$ cat src/rv64_settings.svh
`ifndef RV64_SETTINGS_SVH
`define RV64_SETTINGS_SVH

// datapath width
`define XLEN 64

// first fetch address after reset
`define RESET_PC 64'h0000_0000_0000_0000

// architectural integer registers
`define NUM_REGS 32

`endif
$ cat src/rv64Pkg.sv
`default_nettype none

package rv64Pkg;

    typedef enum logic [6:0] {
        OPC_OP        = 7'b0110011,
        OPC_OP_IMM    = 7'b0010011,
        OPC_OP_32     = 7'b0111011,
        OPC_OP_IMM_32 = 7'b0011011,
        OPC_LUI       = 7'b0110111,
        OPC_AUIPC     = 7'b0010111,
        OPC_JAL       = 7'b1101111,
        OPC_JALR      = 7'b1100111,
        OPC_BRANCH    = 7'b1100011,
        OPC_LOAD      = 7'b0000011,
        OPC_STORE     = 7'b0100011,
        OPC_SYSTEM    = 7'b1110011
    } opcodeE;

    typedef enum logic [4:0] {
        ALU_NONE, ALU_ADD, ALU_SUB, ALU_AND, ALU_OR, ALU_XOR,
        ALU_SLL, ALU_SRL, ALU_SRA, ALU_SLT, ALU_SLTU,
        ALU_MUL, ALU_DIV, ALU_DIVU, ALU_REM, ALU_REMU,
        ALU_RETURN_A, ALU_RETURN_B
    } aluOpE;

    typedef enum logic [2:0] {
        WB_ALU,
        WB_MEM,
        WB_PC4,
        WB_ALU_W, // low word, sign extended
        WB_CSR
    } wbSelE;

    typedef enum logic [1:0] {
        SELA_PC,
        SELA_RS1
    } selAE;

    typedef enum logic [1:0] {
        SELB_IMM,
        SELB_RS2,
        SELB_CSR
    } selBE;

endpackage

`default_nettype wire

$ cat src/rv64ImmGen.sv
`timescale 1ns/1ps
`default_nettype none

`include "rv64_settings.svh"

module rv64ImmGen import rv64Pkg::*; (
    input  logic [31:0]       inst,
    output logic [`XLEN-1:0]  imm
);

    opcodeE opcode;

    assign opcode = opcodeE'(inst[6:0]);

    always_comb begin
        case (opcode)
            OPC_OP_IMM, OPC_OP_IMM_32, OPC_JALR, OPC_LOAD:
                imm = {{(`XLEN-12){inst[31]}}, inst[31:20]};
            OPC_STORE:
                imm = {{(`XLEN-12){inst[31]}}, inst[31:25], inst[11:7]};
            OPC_BRANCH:
                imm = {{(`XLEN-13){inst[31]}}, inst[31], inst[7], inst[30:25],
                       inst[11:8], 1'b0};
            OPC_LUI, OPC_AUIPC:
                imm = {{(`XLEN-32){inst[31]}}, inst[31:12], 12'b0};
            OPC_JAL:
                imm = {{(`XLEN-21){inst[31]}}, inst[31], inst[19:12], inst[20],
                       inst[30:21], 1'b0};
            OPC_SYSTEM:
                imm = {{(`XLEN-12){1'b0}}, inst[31:20]}; // funct12, csr address
            default:
                imm = '0;
        endcase
    end

endmodule

`default_nettype wire

$ cat config.mk
export PLATFORM = sky130hd
export DESIGN_NAME = rv64ImmGen
export DESIGN_NICKNAME = d
export VERILOG_FILES = /design/src/rv64Pkg.sv /design/src/rv64ImmGen.sv
export VERILOG_INCLUDE_DIRS = /design/src
export SDC_FILE = /design/constraint.sdc
export NUM_CORES = 1
export LEC_CHECK = 0
export BUFFER_PORTS_ARGS = -buffer_cell sky130_fd_sc_hd__buf_2
export CORE_UTILIZATION = 35
export DETAILED_ROUTE_END_ITERATION = 10
export PLACE_DENSITY = 0.83
export SYNTH_ARGS = -nofsm -noshare
export SYNTH_HDL_FRONTEND = slang
export SYNTH_SLANG_ARGS = --single-unit
$ cat constraint.sdc
create_clock -name vclk -period 3.55
set_input_delay 0.355 -clock vclk [all_inputs]
set_output_delay 0.355 -clock vclk [all_outputs]
set_load 0.01 [all_outputs]
After elaboration in Yosys (flattened, before gate mapping)
Index checks and enable logic that the tools add are counted.
{"block": "word_totals", "regBits": 0, "latch_bits": 0, "ramBits": 0, "romBits": 0, "out_inout_bits": 64, "memories": 0}
{"block": "classes", "n_addsub": 0, "multipliers": 0, "div": 0, "magnitude_cmp": 0, "eq_ne": 10, "n_shift": 0, "mux": 1, "bitwise": 0, "n_reduce_logical": 2}
{"cell": "$pmux W64 S6", "count": 1}
{"cell": "$eq A7 B7 Y1 const B", "count": 4}
{"cell": "$eq A7 B5 Y1 const B", "count": 3}
{"cell": "$eq A7 B6 Y1 const B", "count": 2}
{"cell": "$eq A7 B2 Y1 const B", "count": 1}
{"cell": "$reduce_or A4 Y1", "count": 1}
{"cell": "$reduce_or A2 Y1", "count": 1}

Depth between registers and ports, before layout
Gate-level depths: netlist (run 1).
{"block": "logic_depth", "word_depth": 3, "mapped_depth": 6, "depth_no_buf": 4}

Worst setup path after synthesis (run 1)
Ideal clock, no wire load.
{"block": "synth_timing", "path_type": "in2out", "startpoint": "input port inst[2]", "endpoint": "output port imm[32]", "arrival_ns": 2.601, "required_time_ns": 3.195, "slack_ns": 0.594, "path_stages": 5, "path_buffers": 2, "path_cell_list": "buf_6 > nor2b_1 > a2111o_1 > a21oi_1 > buf_4"}
{"block": "synth_between", "elab_chain_cells": 3}
{"element": "start, declared", "line_no": "rv64ImmGen.sv:7", "text": "input logic [31:0] inst,"}
{"element": "$eq A7 B5 Y1, or another cell as far along", "line_no": "rv64ImmGen.sv:16", "text": "case (opcode)"}
{"element": "$reduce_or A4 Y1 or $reduce_or A2 Y1 (tied branches)", "line_no": "rv64ImmGen.sv:16"}
{"element": "$pmux W64 S6 (*)", "line_no": "rv64ImmGen.sv:16"}
{"element": "end, declared", "line_no": "rv64ImmGen.sv:8", "text": "output logic [`XLEN-1:0] imm"}
Mark *: on every way between the ends. The rest lies on a longest branch, timed or not.

Worst setup path after layout (run 1)
{"block": "layout_timing", "startpoint": "input port inst[2]", "endpoint": "output port imm[26]"}
Same word-level chain as after synthesis.

==> out/results.txt, run 1 <==
cts repair resizes: 0
largest net degree at the start of global routing: 34
global route overflow: 0
Hold EP: imm[30]
Critical Path Max Stage Delay: 0.40 ns
Seq/Total Area, Yosys: 0%
switching share of power: 56.2%
number of I/O pins: 96
GP Congestion: 0.871
drt pass-1 iters: 4
worst min-delay path startpoint: inst[30]
# nets final: 213
Post-Syn Area per Cell: 6.77 sq um
worst ir drop on vdd: 0.0000422 V
GRT Total Usage: 15.6%
layout cell share with drive strength beyond 1: 57.5%
Rel. slew slack: 68.9%
synth top area cells: buf_4, a21o_1, a21oi_1
Core Box Area: 2210 sq um
Final Critical Period: 2.11 ns
Crit Path Class: in -> out
Lkg Pwr: 0.753 nW
placed instance area: 1050 sq um
postcts setup bufs: 0
pwr dens: 82.6 nW/um^2
storage element area: 0 sq um
setup_tns: 0 ns
Worst Max-Slew Pin Slew: 0.465 ns
sequential cells: 0
Final Hold Fails: 0
vias in the first global route: 798
CP Max Fanout: 20
number of max-cap violations: 0
Vias/cell: 4.88
Vias: 1011
synthesized area: 820 sq um
clock buf count: 0
outcome: finished, final reports clean
top-area cell type share of the netlist area: 29.3%
Hold Path Depth: 3
Hold Crit Class: in -> out
Int Power: 0.0000381 W
Row Count: 17
worst-path cell chain: buf_2 > nor2b_1 > a2111o_1 > a21oi_2 > a21o_1 > buf_2
Worst setup EP type: primary output
crit-path most repeated cell: buf_2
P&R area growth vs syn: 28.5%
final worst setup slack: 1.44 ns
Post-CTS Hold Buffers: 0
Post-Route WL: 2.20 mm
fin. max-slew vios: 0
arrival time at the worst endpoint: 1.75 ns
Yosys warnings: 0
hpwl dp: 1.80 mm
die extent in x: 50.4 um
port bufs: 96
fin crit share: 59.3%
Antenna Nets Post-Route: 0
initial antenna violation count: 0
Logic pwr share: 100.0%
first-pass GRT wire length: 3.26 mm
antenna cells: 0
Die Ht: 50.4 um
Setup-failing EPs final: 0
pre-CTS setup slack: 1.45 ns
RSZ-0062 raised after global routing: false
DRC violation count after routing: 0
wire length per cell: 10.6 um
Iteration-0 DRC Markers: 18
Worst setup SP type: input port
Net Count, Synth: 153
Final Cell Area: 1050 sq um
Required @ worst endpoint: 3.19 ns
clock power share: 0%
Fmax: 475 MHz
Die ar.: 2540 sq um
slowest CP cell: a21oi_2
sequential power share: 0%
Power, Total: 0.0000871 W
Syn Inst Count: 121
cell taking the most area after synthesis: buf_4
post-synthesis cell type count: 32
effective utilization at floorplan: 37.0%
Net Sw Power: 0.0000489 W
synth_stat cells (all sizes together):
cell type	n
o21ai	3
buf	38
nand4	1
a2111o	1
nor4	2
a21o	12
or4b	1
nand3b	1
a22o	4
nand2b	3
mux2i	1
o22ai	1
clkbuf	2
and2	6
a31oi	1
nor2	2
nor2b	3
nor3	2
inv	2
nand2	4
o21bai	2
nor4b	1
nand3	9
xor2	1
or4	1
a21oi	15
and3	1
nor3b	1
through the flow:
step | util, % | std cells | hold WS [ns]
floorplan | - | 121 | 0.839
global placement | 47.6 | 207 | 1.00
detailed placement | 47.6 | 207 | 0.999
CTS | 47.6 | 207 | 1.00
global route | 47.6 | 207 | 1.01
finish | 47.6 | 207 | 1.00
worst max-delay path: cells and delay by family:
family,cells,cell delay (ns)
AO/OA/AOI/OAI,3,0.90
buffers and inverters,2,0.32
AND/OR/NAND/NOR,1,0.17
routing by layer:
metal | track usage (%) | vias to the layer above | part of all wire (%)
li1 | - | 518 | -
met4 | 0 | 0 | 0
met5 | 0 | - | 0
met1 | 16.5 | 427 | 42
met2 | 34.4 | 66 | 49
met3 | 0.606 | 0 | 9.1
layout by cell type (no fill, tap or decap), types with 3 or more instances in the layout:
| cell | netlist | final |
|---|---|---|
| buf_2 | 3 | 96 |
| a21oi_1 | 14 | 14 |
| a21o_1 | 12 | 12 |
| nand3_1 | 9 | 9 |
| and2_1 | 6 | 6 |
| nand2_1 | 4 | 4 |
| a22o_1 | 4 | 4 |
| nor2b_1 | 3 | 3 |
| nand2b_1 | 3 | 3 |
cell type report:
cell class | count | area, sq um
fill | 247 | 1160
inverter | 2 | 7.51
multi-input combinational | 79 | 515
tap | 28 | 35.0
timing repair buffer | 98 | 495
how the worst max path moves through the flow:
| stage | slack [ns] | depth (start not counted) | startpoint | endpoint |
|---|---|---|---|---|
| floorplan | 0.59 | 5 | inst[2] | imm[32] |
| global placement | 1.47 | 5 | inst[2] | imm[20] |
| detailed placement | 1.45 | 6 | inst[2] | imm[28] |
| CTS | 1.44 | 6 | inst[2] | imm[28] |
| global route | 1.32 | 6 | inst[2] | imm[20] |
| finish | 1.44 | 6 | inst[2] | imm[26] |
power by group through the flow:
stage          clock network (W)  logic (W)  registers, W
2_1_floorplan                  0  0.0000613             0
3_3_place_gp                   0  0.0000861             0
3_5_place_dp                   0  0.0000867             0
4_1_cts                        0  0.0000871             0
5_1_grt                        0  0.0000957             0
6_report                       0  0.0000871             0
logic make-up after synthesis:
group	share of synthesized area (%)
XOR/XNOR	1.07
multiplexers	1.22
buffers and inverters	37.1
AO/OA/AOI/OAI	32.7
AND/OR/NAND/NOR	27.9
Note: power is estimated with default switching activity, not from simulation.
==> run 2, diff against run 1 <==
--- a/config.mk
+++ b/config.mk
@@ -6,10 +6,11 @@
 export SDC_FILE = /design/constraint.sdc
 export NUM_CORES = 1
 export LEC_CHECK = 0
+export ABC_AREA = 1
 export BUFFER_PORTS_ARGS = -buffer_cell sky130_fd_sc_hd__buf_2
-export CORE_UTILIZATION = 35
+export CORE_UTILIZATION = 45
 export DETAILED_ROUTE_END_ITERATION = 10
-export PLACE_DENSITY = 0.83
+export PLACE_DENSITY = 0.84
 export SYNTH_ARGS = -nofsm -noshare
 export SYNTH_HDL_FRONTEND = slang
 export SYNTH_SLANG_ARGS = --single-unit
==> constraint.sdc (replaced) <==
create_clock -name vclk -period 2
set_input_delay 0.2 -clock vclk [all_inputs]
set_output_delay 0.2 -clock vclk [all_outputs]
set_load 0.01 [all_outputs]
==> run 2 against run 1 <==
Compared with the run above:
- combinational power is 120% higher
- die area is 37% higher
- power is 120% higher
- sequential share of layout area stayed put
- hold slack worse by 0.25 ns
- first-iteration DRC count grew to 4.6 times the previous value
- clock-buffer cell count stayed put
- final cell count is 80% higher
- design area is 64% higher
- global-route usage is 4.9 points higher
- utilization is 8.5 points higher
- critical path depth is 2 higher
- largest cell class unchanged
- largest power group unchanged
==> out/results.txt, run 2 <==
number of I/O pins: 96 (unchanged)
Filler Cell Count: 343 (+39%)
fin. max-slew vios: 0 (unchanged)
Lkg Pwr: 1.38 nW (+83%)
CP Max Fanout: 12 (-40%)
Vias: 1796 (+78%)
Die Ht: 59.0 um (+17%)
multi-input combinational cell area: 1020 sq um (+98%)
Row Count: 20 (+3)
layout cell share with drive strength beyond 1: 41.5% (-16 points)
hpwl dp: 2.87 mm (+59%)
largest net degree at the start of global routing: 34 (unchanged)
Layout Cells excl Fill: 372 (+80%)
Int Power: 0.0000712 W (+87%)
RSZ-0062 raised after global routing: false
Net Count, Synth: 304 (+99%)
WP buf/inv: 2 (unchanged)
global route overflow: 0 (unchanged)
Die ar.: 3490 sq um (+37%)
most common cell in the netlist: nor2_1
sequential power share: 0% (unchanged)
Worst setup EP type: primary output
arrival time at the worst endpoint: 1.56 ns (-0.19 ns)
switching share of power: 62.2% (+6.0 points)
Hold Path Depth: 4 (+1)
Worst setup SP type: input port
Antenna Nets Post-Route: 0 (unchanged)
post-synthesis cell type count: 16 (-50%)
worst ir drop on vdd: 0.0000710 V (+68%)
clock power share: 0% (unchanged)
GRT Total Usage: 20.5% (+4.9 points)
Fmax: 567 MHz
fin crit share: 88.2%
drt pass-1 iters: 4 (unchanged)
die extent in x: 59.0 um (+17%)
Metal-1 WL: 1.66 mm (+80%)
Rel. slew slack: 47.3% (-22 points)
storage element area: 0 sq um (unchanged)
uppermost layer routed: met3
Post-Syn Area per Cell: 5.38 sq um (-21%)
clock buf count: 0 (unchanged)
Hold Crit Class: in -> out
effective utilization at floorplan: 47.6% (+11 points)
most frequent cells in the layout: buf_2, nor2_1, nand3_1
Syn Inst Count: 272 (+120%)
# nets final: 362 (+70%)
wire length per cell: 9.88 um (-7.1%)
DRC violation count after routing: 0 (unchanged)
met3 WL post-DR: 228 um (+13%)
first-pass GRT wire length: 5.95 mm (+82%)
Setup-failing EPs final: 0 (unchanged)
sequential cells: 0 (unchanged)
Post-CTS Hold Buffers: 0 (unchanged)
Stages on worst setup path: 8 (+2)
vias in the first global route: 1422 (+78%)
worst-path cell chain: buf_2 > nand2_2 > nor2_1 > nand3_1 > nand2_1 > nor2_1 > nand3_1 > buf_2
Net Sw Power: 0.000117 W (+140%)
Final Critical Period: 1.76 ns
Logic pwr share: 100.0% (about the same)
final worst setup slack: 0.236 ns (-1.21 ns)
Crit Path Class: in -> out
P&R area growth vs syn: 17.9%
routed wl met2: 1.79 mm (+66%)
Worst Max-Slew Pin Slew: 0.788 ns (+0.323 ns)
Vias/cell: 4.83 (-1.1%)
commonest non-fill, non-tap cell in the layout: buf_2
synth top area cells: nand3_1, buf_4, nor2_1
synthesized area: 1460 sq um (+79%)
cell taking the most area after synthesis: nand3_1
port bufs: 96 (unchanged)
Core Box Area: 3080 sq um (+39%)
pwr dens: 109 nW/um^2 (+32%)
slowest CP cell: nor2_1
Inst Count DP: 372 (+80%)
pre-CTS setup slack: -0.160 ns (-1.61 ns)
cell family with most CP delay: simple AND/OR/NAND/NOR gates
Final Hold Fails: 0 (unchanged)
Seq/Total Area, Yosys: 0% (unchanged)
antenna cells: 0 (unchanged)
GP Congestion: 0.854 (-2.0%)
outcome: finished, final reports clean
Iteration-0 DRC Markers: 83 (+65)
initial antenna violation count: 0 (unchanged)
top-area cell type share of the netlist area: 19.8% (-9.5 points)
Post-Route WL: 3.67 mm (+67%)
Post-synth top cells: nor2_1, nand3_1, nand2_1, buf_4, inv_1
number of max-cap violations: 0 (unchanged)
Critical Path Max Stage Delay: 0.62 ns (+0.22 ns)
Yosys warnings: 0 (unchanged)
Required @ worst endpoint: 1.80 ns (-1.39 ns)
[run 2: cells by family after synthesis]
kind of cell | share of synthesized area (%)
simple gates | 68.4
buf+inv | 31.6
[run 2: final cells by class]
class              instances  share of cell area (%)
multi-input cells        194                    59.0
repair buffers           104                    31.3
inverters                 30                    6.52
well taps                 44                    3.19
[run 2: layer usage]
metal / vias up / GRT usage, %
li1: 934 / -
met1: 790 / 27.2
met2: 72 / 38.3
met3: 0 / 0.655
met4: 0 / 1.02
met5: - / 0
[run 2: what timing repair did]
item | CTS | global route
buffers inserted | 0 | 0
pin swaps | 0 | 0
endpoints found under the setup margin | 43 | 33
resized for setup | 1 | 3
[run 2: power by group through the flow]
stage	combinational (W)	clock, W	sequential (W)
detailed placement	0.000185	0	0
CTS	0.000186	0	0
global placement	0.000183	0	0
finish	0.000188	0	0
floorplan	0.000117	0	0
global route	0.000208	0	0
[run 2: path summary, 6_finish.rpt]
kind | startpoint | to
setup / recovery | inst[6] | imm[5]
hold / removal | inst[8] | imm[1]
[run 2: per-stage QoR]
step                utilization (%)  hold slack (ns)  total power [W]  TNS (ns)  instance area (sq um)
floorplan                         -            0.534         0.000117         0                   1460
CTS                            55.6            0.750         0.000186         0                   1710
global placement               55.5            0.742         0.000183     -2.88                   1710
global route                   56.1            0.767         0.000208         0                   1730
detailed placement             55.5            0.749         0.000185     -5.27                   1710
finish                         56.1            0.748         0.000188         0                   1730
==> run 3, diff against run 2 <==
--- a/config.mk
+++ b/config.mk
@@ -10,6 +10,7 @@
 export BUFFER_PORTS_ARGS = -buffer_cell sky130_fd_sc_hd__buf_2
 export CORE_UTILIZATION = 45
 export DETAILED_ROUTE_END_ITERATION = 10
+export MAX_ROUTING_LAYER = met4
 export PLACE_DENSITY = 0.84
 export SYNTH_ARGS = -nofsm -noshare
 export SYNTH_HDL_FRONTEND = slang
==> run 3 against run 2 <==
Compared with the run above:
- power barely moved
- critical path type unchanged
- sequential share of layout area did not move
- final cell count is the same
- via count up 0.61%
- die area unchanged
- combinational power about the same
- worst setup slack got worse by 0.015 ns
- design area is the same
- first-iteration DRC count fell by 8.4%
- utilization did not move
- global-route usage up 0.61 points
- routed wire length decreased by 0.24%
==> out/results.txt, run 3 (synthesis gave the netlist of run 2 again) <==
outcome: finished, final reports clean
slowest CP cell: nor2_1
Antenna Nets Post-Route: 0 (unchanged)
WP buf/inv: 2 (unchanged)
Layout Cells excl Fill: 372 (unchanged)
initial antenna violation count: 0 (unchanged)
uppermost layer routed: met3
sequential power share: 0% (unchanged)
arrival time at the worst endpoint: 1.58 ns (+0.02 ns)
GRT Total Usage: 21.1% (+0.61 points)
Worst setup EP type: primary output
RSZ-0062 raised after global routing: false
largest net degree at the start of global routing: 34 (unchanged)
pwr dens: 109 nW/um^2 (about the same)
Final Cell Area: 1730 sq um (unchanged)
GP Congestion: 0.867 (+1.6%)
antenna cells: 0 (unchanged)
fin crit share: 88.9% (+0.76 points)
Net Sw Power: 0.000117 W (about the same)
clock power share: 0% (unchanged)
Die Ht: 59.0 um (unchanged)
Post-Route WL: 3.67 mm (-0.24%)
sequential cells: 0 (unchanged)
Hold Path Depth: 4 (unchanged)
port bufs: 96 (unchanged)
Inst Count DP: 372 (unchanged)
Iteration-0 DRC Markers: 76 (-8.4%)
wire length per cell: 9.85 um (-0.24%)
Setup-failing EPs final: 0 (unchanged)
storage element area: 0 sq um (unchanged)
Final Hold Fails: 0 (unchanged)
cell family with most CP delay: simple AND/OR/NAND/NOR gates
Row Count: 20 (unchanged)
Int Power: 0.0000712 W (about the same)
clock buf count: 0 (unchanged)
Worst setup SP type: input port
number of max-cap violations: 0 (unchanged)
global route overflow: 0 (unchanged)
commonest non-fill, non-tap cell in the layout: buf_2
P&R area growth vs syn: 17.9% (unchanged)
first-pass GRT wire length: 5.95 mm (unchanged)
layout cell share with drive strength beyond 1: 41.5% (unchanged)
Metal-1 WL: 1.67 mm (+0.60%)
effective utilization at floorplan: 47.6% (unchanged)
Logic pwr share: 100.0% (about the same)
hpwl dp: 2.87 mm (unchanged)
Rel. slew slack: 45.3% (-2.0 points)
Die ar.: 3490 sq um (unchanged)
switching share of power: 62.1% (about the same)
Fmax: 562 MHz (-0.86%)
met3 WL post-DR: 200 um (-12%)
placed instance area: 1710 sq um (unchanged)
Hold Crit Class: in -> out
Post-CTS Hold Buffers: 0 (unchanged)
Vias: 1807 (+0.61%)
pre-CTS setup slack: -0.160 ns (unchanged)
most frequent cells in the layout: buf_2, nor2_1, nand3_1
Crit Path Class: in -> out
final worst setup slack: 0.221 ns (-0.0152 ns)
Worst Max-Slew Pin Slew: 0.818 ns (+0.0295 ns)
drt pass-1 iters: 4 (unchanged)
fin. max-slew vios: 0 (unchanged)
number of I/O pins: 96 (unchanged)
worst-path cell chain: buf_2 > nand2_2 > nor2_1 > nand3_1 > nand2_1 > nor2_1 > nand3_1 > buf_2
Vias/cell: 4.86 (+0.61%)
vias in the first global route: 1422 (unchanged)
CP Max Fanout: 12 (unchanged)
Critical Path Max Stage Delay: 0.64 ns (+0.02 ns)
Lkg Pwr: 1.38 nW (unchanged)
Required @ worst endpoint: 1.80 ns (about the same)
setup_tns: 0 ns (unchanged)
Stages on worst setup path: 8 (unchanged)
Core Box Area: 3080 sq um (unchanged)
worst ir drop on vdd: 0.0000711 V (+0.15%)
Final Critical Period: 1.78 ns (+0.0152 ns)
die extent in x: 59.0 um (unchanged)
DRC violation count after routing: 0 (unchanged)
routed wl met2: 1.80 mm (+0.50%)
Power, Total: 0.000188 W (about the same)
# nets final: 362 (unchanged)
-- run 3: final cells by class --
cell class | instances | area [sq um]
inverters | 30 | 113
well taps | 44 | 55.1
multi-input cells | 194 | 1020
repair buffers | 104 | 541
fillers | 343 | 1350
-- run 3: what timing repair did --
item,CTS,global route
setup endpoints to repair,43,33
buffers inserted,0,0
resized for setup,1,3
pin swaps,0,0
-- run 3: final timing paths --
path  endpoint     from  slack, ns
min     imm[2]  inst[9]       0.75
max     imm[5]  inst[6]       0.22
-- run 3: power groups by stage --
stage / logic (W) / clock network (W) / registers, W
final: 0.000188 / 0 / 0
after global routing: 0.000208 / 0 / 0
after CTS: 0.000186 / 0 / 0
after detailed placement: 0.000185 / 0 / 0
after global placement: 0.000183 / 0 / 0
after floorplan: 0.000117 / 0 / 0
-- run 3: routing by layer --
metal	vias to the layer above	global-route usage, %
li1	936	-
met1	801	27.2
met2	70	38.3
met3	0	0.655
met4	0	1.02
met5	-	-
-- run 3: metrics by stage --
step	utilization [%]	hold slack [ns]
2_1_floorplan	-	0.534
3_3_place_gp	55.5	0.742
3_5_place_dp	55.5	0.749
4_1_cts	55.6	0.750
5_1_grt	56.1	0.767
6_report	56.1	0.747
